**src/include/decode_config.svh**
```systemverilog
`ifndef DECODE_CONFIG_SVH
`define DECODE_CONFIG_SVH

// Datapath and address width of the core
`define XLEN 32

`define REG_ADDR_WIDTH 5 // x0 to x31

// funct7 codes shared by the register and immediate ALU formats
`define FUNCT7_BASE 7'b0000000
`define FUNCT7_ALT  7'b0100000 // SUB and SRA/SRAI

`endif

```
**src/logic/decodePkg.sv**
```systemverilog
`include "decode_config.svh"

package decodePkg;

    typedef enum logic [6:0] {
        OPCODE_ALU_REG  = 7'b0110011,
        OPCODE_ALU_IMM  = 7'b0010011,
        OPCODE_LOAD     = 7'b0000011,
        OPCODE_STORE    = 7'b0100011,
        OPCODE_BRANCH   = 7'b1100011,
        OPCODE_LUI      = 7'b0110111,
        OPCODE_AUIPC    = 7'b0010111,
        OPCODE_JAL      = 7'b1101111,
        OPCODE_JALR     = 7'b1100111,
        OPCODE_MISC_MEM = 7'b0001111, // FENCE
        OPCODE_SYSTEM   = 7'b1110011
    } opcode_t;

    typedef enum logic [3:0] {
        ALU_ADD, // Zero so a bubble decodes as ADD
        ALU_SUB,
        ALU_AND,
        ALU_OR,
        ALU_XOR,
        ALU_SLL,
        ALU_SRL,
        ALU_SRA,
        ALU_SLT,
        ALU_SLTU
    } aluOperation_t;

    typedef enum logic [1:0] {
        ALU_RS1_RS2,
        ALU_RS1_IMM,
        ALU_PC_IMM,
        ALU_ZERO_IMM // LUI
    } aluSource_t;

    typedef enum logic [1:0] {
        WB_NONE,
        WB_ALU,
        WB_MEM,
        WB_PC4 // Link address for jumps
    } writebackType_t;

    typedef enum logic [2:0] {
        BR_NONE,
        BR_EQ,
        BR_NE,
        BR_LT,
        BR_GE,
        BR_LTU,
        BR_GEU
    } branchType_t;

    typedef enum logic [1:0] {
        JUMP_NONE,
        JUMP_JAL,
        JUMP_JALR
    } jumpType_t;

    typedef enum logic [1:0] {
        MEM_BYTE = 2'b00,
        MEM_HALF = 2'b01,
        MEM_WORD = 2'b11
    } memoryWidth_t;

    typedef enum logic [2:0] {
        IMM_NONE,
        IMM_I,
        IMM_S,
        IMM_B,
        IMM_U,
        IMM_J
    } immediateFormat_t;

    typedef struct packed {
        logic [`XLEN-1:0] instruction;
        logic [`XLEN-1:0] programCounter;
        logic [`XLEN-1:0] programCounterPlus4;
        logic             valid;
    } fetchDecodePayload_t;

    typedef struct packed {
        aluOperation_t              aluOperation;
        aluSource_t                 aluSource;
        writebackType_t             writebackType;
        logic                       memoryReadEnable;
        logic                       memoryWriteEnable;
        memoryWidth_t               memoryWidth;
        logic                       memorySigned;
        branchType_t                branchType;
        jumpType_t                  jumpType;
        logic [`XLEN-1:0]           immediate;
        logic [`REG_ADDR_WIDTH-1:0] destinationRegister;
        logic [`REG_ADDR_WIDTH-1:0] readAddress1;
        logic [`REG_ADDR_WIDTH-1:0] readAddress2;
        logic [`XLEN-1:0]           registerData1;
        logic [`XLEN-1:0]           registerData2;
        logic [`XLEN-1:0]           programCounter;
        logic [`XLEN-1:0]           programCounterPlus4;
        logic                       valid;
        logic                       illegal;
    } decodeExecutePayload_t;

    typedef struct packed {
        logic flush;
        logic stall; // Hold, execute is busy
    } pipelineControl_t;

endpackage

```
**src/logic/decodeStage.sv**
```systemverilog
`timescale 1ns/10ps
`include "decode_config.svh"

module decodeStage import decodePkg::*; (
    input  logic                        clock,
    input  logic                        reset,
    input  fetchDecodePayload_t         fetchDecodePayload,
    input  pipelineControl_t            pipelineControl,
    input  logic [`XLEN-1:0]            readData1,
    input  logic [`XLEN-1:0]            readData2,
    output logic [`REG_ADDR_WIDTH-1:0]  readAddress1,
    output logic [`REG_ADDR_WIDTH-1:0]  readAddress2,
    output decodeExecutePayload_t       decodeExecutePayload
);

    immediateFormat_t immediateFormat;
    logic [`XLEN-1:0] immediate;
    decodeExecutePayload_t decodeCandidate;

    instructionDecoder instructionDecoder_i (
        .fetchDecodePayload (fetchDecodePayload),
        .readData1          (readData1),
        .readData2          (readData2),
        .immediate          (immediate),
        .immediateFormat    (immediateFormat),
        .readAddress1       (readAddress1), // Register file read, same cycle
        .readAddress2       (readAddress2),
        .decodeCandidate    (decodeCandidate)
    );

    immediateGenerator immediateGenerator_i (
        .instruction     (fetchDecodePayload.instruction),
        .immediateFormat (immediateFormat),
        .immediate       (immediate)
    );

    stageRegister stageRegister_i (
        .clock                (clock),
        .reset                (reset),
        .pipelineControl      (pipelineControl),
        .decodeCandidate      (decodeCandidate),
        .decodeExecutePayload (decodeExecutePayload)
    );

endmodule

```
**src/logic/immediateGenerator.sv**
```systemverilog
`timescale 1ns/10ps
`include "decode_config.svh"

module immediateGenerator import decodePkg::*; (
    input  logic [`XLEN-1:0] instruction,
    input  immediateFormat_t immediateFormat,
    output logic [`XLEN-1:0] immediate
);

    logic signBit;

    assign signBit = instruction[31];

    always_comb begin
        unique case (immediateFormat)
            IMM_I: begin
                immediate = {{(`XLEN-12){signBit}}, instruction[31:20]};
            end
            IMM_S: begin
                immediate = {{(`XLEN-12){signBit}}, instruction[31:25], instruction[11:7]};
            end
            IMM_B: begin // Halfword aligned offset
                immediate = {{(`XLEN-13){signBit}}, signBit, instruction[7],
                             instruction[30:25], instruction[11:8], 1'b0};
            end
            IMM_U: begin
                immediate = {instruction[31:12], 12'd0};
            end
            IMM_J: begin
                immediate = {{(`XLEN-21){signBit}}, signBit, instruction[19:12],
                             instruction[20], instruction[30:21], 1'b0};
            end
            default: immediate = '0; // IMM_NONE
        endcase
    end

endmodule

```
**src/logic/instructionDecoder.sv**
```systemverilog
`timescale 1ns/10ps
`include "decode_config.svh"

module instructionDecoder import decodePkg::*; (
    input  fetchDecodePayload_t              fetchDecodePayload,
    input  logic [`XLEN-1:0]                 readData1,
    input  logic [`XLEN-1:0]                 readData2,
    input  logic [`XLEN-1:0]                 immediate,
    output immediateFormat_t                 immediateFormat,
    output logic [`REG_ADDR_WIDTH-1:0]       readAddress1,
    output logic [`REG_ADDR_WIDTH-1:0]       readAddress2,
    output decodeExecutePayload_t            decodeCandidate
);

    logic [`XLEN-1:0] instruction;
    opcode_t opcode;
    logic [2:0] funct3;
    logic [6:0] funct7;
    logic [`REG_ADDR_WIDTH-1:0] destinationField;
    logic [`REG_ADDR_WIDTH-1:0] source1Field;
    logic [`REG_ADDR_WIDTH-1:0] source2Field;
    logic zeroInstruction;
    decodeExecutePayload_t decoded;

    assign instruction = fetchDecodePayload.instruction;
    assign opcode = opcode_t'(instruction[6:0]);
    assign funct3 = instruction[14:12];
    assign funct7 = instruction[31:25];
    assign destinationField = instruction[11:7];
    assign source1Field = instruction[19:15];
    assign source2Field = instruction[24:20];
    assign zeroInstruction = (instruction == '0);

    always_comb begin
        decoded = '0;
        immediateFormat = IMM_NONE;
        readAddress1 = '0; // Unused sources stay at x0
        readAddress2 = '0;
        unique case (opcode)
            OPCODE_ALU_REG: begin
                readAddress1 = source1Field;
                readAddress2 = source2Field;
                decoded.destinationRegister = destinationField;
                decoded.aluSource = ALU_RS1_RS2;
                decoded.writebackType = WB_ALU;
                if (funct7 == `FUNCT7_BASE) begin
                    unique case (funct3)
                        3'b000: decoded.aluOperation = ALU_ADD;
                        3'b001: decoded.aluOperation = ALU_SLL;
                        3'b010: decoded.aluOperation = ALU_SLT;
                        3'b011: decoded.aluOperation = ALU_SLTU;
                        3'b100: decoded.aluOperation = ALU_XOR;
                        3'b101: decoded.aluOperation = ALU_SRL;
                        3'b110: decoded.aluOperation = ALU_OR;
                        3'b111: decoded.aluOperation = ALU_AND;
                    endcase
                end else if (funct7 == `FUNCT7_ALT && funct3 == 3'b000) begin
                    decoded.aluOperation = ALU_SUB;
                end else if (funct7 == `FUNCT7_ALT && funct3 == 3'b101) begin
                    decoded.aluOperation = ALU_SRA;
                end else begin
                    decoded.illegal = 1'b1;
                end
            end
            OPCODE_ALU_IMM: begin
                readAddress1 = source1Field;
                decoded.destinationRegister = destinationField;
                decoded.aluSource = ALU_RS1_IMM;
                decoded.writebackType = WB_ALU;
                immediateFormat = IMM_I;
                unique case (funct3)
                    3'b000: decoded.aluOperation = ALU_ADD;
                    3'b010: decoded.aluOperation = ALU_SLT;
                    3'b011: decoded.aluOperation = ALU_SLTU;
                    3'b100: decoded.aluOperation = ALU_XOR;
                    3'b110: decoded.aluOperation = ALU_OR;
                    3'b111: decoded.aluOperation = ALU_AND;
                    3'b001: begin // SLLI
                        if (funct7 == `FUNCT7_BASE) begin
                            decoded.aluOperation = ALU_SLL;
                        end else begin
                            decoded.illegal = 1'b1;
                        end
                    end
                    3'b101: begin
                        if (funct7 == `FUNCT7_BASE) begin
                            decoded.aluOperation = ALU_SRL;
                        end else if (funct7 == `FUNCT7_ALT) begin
                            decoded.aluOperation = ALU_SRA;
                        end else begin
                            decoded.illegal = 1'b1;
                        end
                    end
                endcase
            end
            OPCODE_LOAD: begin
                readAddress1 = source1Field;
                decoded.destinationRegister = destinationField;
                decoded.aluSource = ALU_RS1_IMM; // Address is rs1 plus offset
                decoded.writebackType = WB_MEM;
                decoded.memoryReadEnable = 1'b1;
                immediateFormat = IMM_I;
                unique case (funct3)
                    3'b000: {decoded.memoryWidth, decoded.memorySigned} = {MEM_BYTE, 1'b1};
                    3'b001: {decoded.memoryWidth, decoded.memorySigned} = {MEM_HALF, 1'b1};
                    3'b010: {decoded.memoryWidth, decoded.memorySigned} = {MEM_WORD, 1'b1};
                    3'b100: {decoded.memoryWidth, decoded.memorySigned} = {MEM_BYTE, 1'b0};
                    3'b101: {decoded.memoryWidth, decoded.memorySigned} = {MEM_HALF, 1'b0};
                    default: decoded.illegal = 1'b1;
                endcase
            end
            OPCODE_STORE: begin
                readAddress1 = source1Field;
                readAddress2 = source2Field; // Store data
                decoded.aluSource = ALU_RS1_IMM;
                decoded.memoryWriteEnable = 1'b1;
                immediateFormat = IMM_S;
                unique case (funct3)
                    3'b000: decoded.memoryWidth = MEM_BYTE;
                    3'b001: decoded.memoryWidth = MEM_HALF;
                    3'b010: decoded.memoryWidth = MEM_WORD;
                    default: decoded.illegal = 1'b1;
                endcase
            end
            OPCODE_BRANCH: begin
                readAddress1 = source1Field;
                readAddress2 = source2Field;
                decoded.aluSource = ALU_PC_IMM; // Target address
                immediateFormat = IMM_B;
                unique case (funct3)
                    3'b000: decoded.branchType = BR_EQ;
                    3'b001: decoded.branchType = BR_NE;
                    3'b100: decoded.branchType = BR_LT;
                    3'b101: decoded.branchType = BR_GE;
                    3'b110: decoded.branchType = BR_LTU;
                    3'b111: decoded.branchType = BR_GEU;
                    default: decoded.illegal = 1'b1;
                endcase
            end
            OPCODE_LUI: begin
                decoded.destinationRegister = destinationField;
                decoded.aluSource = ALU_ZERO_IMM;
                decoded.writebackType = WB_ALU;
                immediateFormat = IMM_U;
            end
            OPCODE_AUIPC: begin
                decoded.destinationRegister = destinationField;
                decoded.aluSource = ALU_PC_IMM;
                decoded.writebackType = WB_ALU;
                immediateFormat = IMM_U;
            end
            OPCODE_JAL: begin
                decoded.destinationRegister = destinationField;
                decoded.aluSource = ALU_PC_IMM;
                decoded.writebackType = WB_PC4;
                decoded.jumpType = JUMP_JAL;
                immediateFormat = IMM_J;
            end
            OPCODE_JALR: begin
                readAddress1 = source1Field;
                decoded.destinationRegister = destinationField;
                decoded.aluSource = ALU_RS1_IMM;
                decoded.writebackType = WB_PC4;
                decoded.jumpType = JUMP_JALR;
                immediateFormat = IMM_I;
                decoded.illegal = (funct3 != 3'b000);
            end
            OPCODE_MISC_MEM: begin
                // In-order pipeline, FENCE needs no action
            end
            OPCODE_SYSTEM: begin
                readAddress1 = source1Field; // No-op like FENCE, fields kept
                decoded.destinationRegister = destinationField;
                decoded.writebackType = WB_NONE;
            end
            default: decoded.illegal = 1'b1;
        endcase
        decoded.immediate = immediate;
        decoded.readAddress1 = readAddress1;
        decoded.readAddress2 = readAddress2;
        decoded.registerData1 = readData1;
        decoded.registerData2 = readData2;
        decoded.programCounter = fetchDecodePayload.programCounter;
        decoded.programCounterPlus4 = fetchDecodePayload.programCounterPlus4;
        decoded.valid = fetchDecodePayload.valid;
    end

    // All-zero word is a bubble, not an illegal instruction
    assign decodeCandidate = zeroInstruction ? '0 : decoded;

endmodule

```
**src/logic/stageRegister.sv**
```systemverilog
`timescale 1ns/10ps

module stageRegister import decodePkg::*; (
    input  logic                  clock,
    input  logic                  reset,
    input  pipelineControl_t      pipelineControl,
    input  decodeExecutePayload_t decodeCandidate,
    output decodeExecutePayload_t decodeExecutePayload
);

    always_ff @(posedge clock) begin
        if (reset) begin
            decodeExecutePayload <= '0;
        end else if (pipelineControl.flush) begin
            decodeExecutePayload.valid <= 1'b0; // Kill only, fields hold
        end else if (!pipelineControl.stall) begin
            decodeExecutePayload <= decodeCandidate;
        end
    end

endmodule

```
**config.mk**
```make
export PLATFORM = sky130hd
export DESIGN_NAME = decodeStage
export DESIGN_NICKNAME = d
export VERILOG_FILES = /design/src/logic/decodePkg.sv /design/src/logic/decodeStage.sv /design/src/logic/immediateGenerator.sv /design/src/logic/instructionDecoder.sv /design/src/logic/stageRegister.sv
export VERILOG_INCLUDE_DIRS = /design/src /design/src/include
export SDC_FILE = /design/constraint.sdc
export NUM_CORES = 1
export LEC_CHECK = 0
export ABC_AREA = 1
export BUFFER_PORTS_ARGS = -buffer_cell sky130_fd_sc_hd__buf_4
export CORE_MARGIN = 2
export CORE_UTILIZATION = 35
export DETAILED_ROUTE_END_ITERATION = 10
export GPL_ROUTABILITY_DRIVEN = 0
export HOLD_SLACK_MARGIN = 0.06
export PLACE_DENSITY = 0.74
export SLEW_MARGIN = 10
export SYNTH_ARGS = -nofsm -noshare
export SYNTH_HDL_FRONTEND = slang
export SYNTH_SLANG_ARGS = --single-unit
export TNS_END_PERCENT = 100
```
**constraint.sdc**
```tcl
create_clock -name clock -period 4.7 [get_ports clock]
set_input_delay 0.705 -clock clock [delete_from_list [all_inputs] [get_ports clock]]
set_output_delay 0.705 -clock clock [all_outputs]
set_load 0.01 [all_outputs]
```
==> metrics <==
status finished, final reports clean; Pleak 5.057 nW; total chip power 3.583 mW; NumNets Final 1571; count leader, synth nand2_1; Synth Warn # 0; Core Util, Final 51.44%; Worst R2R End stageRegister_i.decodeExecutePayload[9]; Min-Delay Path Class reg2reg; Final Hold Viols 0; Worst setup endpoint readAddress1[2]; clk_skew 0 ns; first-iteration detailed-routing DRC count 645; Setup TNS 0 ns; RSZ-0062 raised after global routing no; Num CTS Buffers 17; vias per cell 4.971; vias 8445; H-tree depth 4; Total GRT Usage 21.64%; Final Non-Filler Cells 1699; PwrDens 319.2 mW/mm2; Area after DPL 0.01065 mm2; flop2flop setup slack 4.01 ns; core area 0.02182 mm2; required time of the critical path 3.99 ns; total wire length 26520 um; routed len/inst 15.61 um; synthesized area 0.007766 mm2; # Max-Cap Violations 0; sequential share of the synthesized area 50.27%; clock slew at reported path FFs 0.07 ns; initial antenna violation count 0; post-synthesis cell count 1080; largest cells by area after synthesis dfxtp_1 50%, nand2_1 21%, a21oi_1 13%, nand3_1 2.4%, clkbuf_1 2.3%; peak supply drop 0.1987 mV; pre-CTS WS 1.648 ns; IO Count 370; Residual DRC 0; die width 153.0 um; Setup Buffers After CTS 0; Initial Util 35.59%; grt total ovfl 0; DP Wirelength 19250 um; Initial DRT Pass Iterations 5; Max clock buf depth 2; share of layout cells above drive strength 1 30.09%; CTS tree yes; clk sinks 195; ant diodes 0; Skew-Pair Late Insertion Delay 0.42 ns; Largest regs stageRegister_i.decodeExecutePayload x195; CP Launch Point fetchDecodePayload[65]; Tmin final 3.132 ns; final setup fails 0; fin crit share 66.64%; Setup WS post-layout 1.568 ns; Top reg by flops stageRegister_i.decodeExecutePayload; CP Launch Type input pin; Critical Path Sink Type primary output; Filler cells 2144; WHS 0.4516 ns; Max Freq 319.3 MHz; Worst-Margin Slew 0.8754 ns; critical path fanouts, max 8; Mapped Nets 1245; R2R depth 2; cell taking the most area after synthesis dfxtp_1; Core Rows 54; Inst Count DP 1667; max reg flops 195; Die Span Y 153.0 um; register bit total from synthesis 195; Unique masters post-synth 29; area growth from synthesis to layout 44.55%; most used flip-flop cell after synthesis dfxtp_1; fin. max-slew vios 0; ys async rst share 0%; design area 0.01123 mm2; vias in the first global route 7595; worst hold stages 2; largest net degree at the start of global routing 113; Reg-to-Reg Start stageRegister_i.decodeExecutePayload[9]; port bufs 369; Routed Antenna Nets 0; number of flops mapped to enable cells by yosys 0; Setup CP Type in2out; post-synth top area share 50.27%; syn_area_per_cell 7.191 um2; worst path arrival time 2.43 ns; clock root cell clkbuf_16; Worst slew margin 41.64%; DIE AREA 0.02340 mm2; Post-synth top cells 426 x nand2_1, 198 x a21oi_1, 195 x dfxtp_1; post_cts resized 0; first-pass GRT wire length 41010 um; CTS Hold Bufs 0
-- where the power goes --
group          switching (mW)  internal (mW)
Clock                   0.703          0.708
Combinational           0.234          0.204
Sequential             0.0286           1.70
-- area by class of cell --
cell class                      instances  area (um2)  area share, %
Timing Repair Buffer                  374        2824          25.16
Clock inverter                         14       143.9          1.282
Tap cell                              280       350.3          3.121
Multi-Input combinational cell        775        3408          30.36
Inverter                               43       166.4          1.482
Sequential cell                       195        3904          34.77
Clock buffer                           18       429.2          3.823
-- metal layers --
layer	global-route usage, %	up-vias	part of all wire (%)
met3	6.436	39	9.1
met2	35.85	417	48
li1	-	4150	-
met5	0	-	0
met4	5.820	0	1.8
met1	27.55	3839	41
-- layout by cell type, fill, tap and decap left out, drive strengths merged, types with 2 or more instances in the layout --
cell type / synthesis / routed
nand2: 432 / 432
buf: 18 / 374
a21oi: 198 / 198
dfxtp: 195 / 195
inv: 43 / 50
nor2: 49 / 49
nand3: 39 / 39
o21ai: 20 / 20
clkbuf: 49 / 18
nand4: 11 / 11
o211ai: 7 / 7
clkinv: 0 / 7
nor3: 6 / 6
o221ai: 4 / 4
nand3b: 3 / 3
or2: 2 / 2
-- worst max-delay path, cell delays in order --
cell	delay (ns)
buf_4	0.12
nand2_2	0.15
nor2_4	0.10
nand2_1	0.19
nand3_2	0.22
nor2_1	0.32
nand3_2	0.22
inv_1	0.20
nor2_1	0.07
buf_4	0.14
-- logic make-up after synthesis --
kind of cell           synth area share, %
and+or+nand+nor                      28.13
AOI/OAI and AO/OA                    15.60
DFF                                  50.27
buffers and inverters                6.009
-- worst min-delay path by stage --
stage	from	endpoint	slack [ns]
floorplan	stageRegister_i.decodeExecutePayload[1]	stageRegister_i.decodeExecutePayload[1]	0.48
CTS	stageRegister_i.decodeExecutePayload[1]	stageRegister_i.decodeExecutePayload[1]	0.46
global placement	stageRegister_i.decodeExecutePayload[1]	stageRegister_i.decodeExecutePayload[1]	0.44
detailed placement	stageRegister_i.decodeExecutePayload[1]	stageRegister_i.decodeExecutePayload[1]	0.45
global route	stageRegister_i.decodeExecutePayload[135]	stageRegister_i.decodeExecutePayload[135]	0.48
finish	stageRegister_i.decodeExecutePayload[1]	stageRegister_i.decodeExecutePayload[1]	0.45
Note: power is estimated with default switching activity, not from simulation.
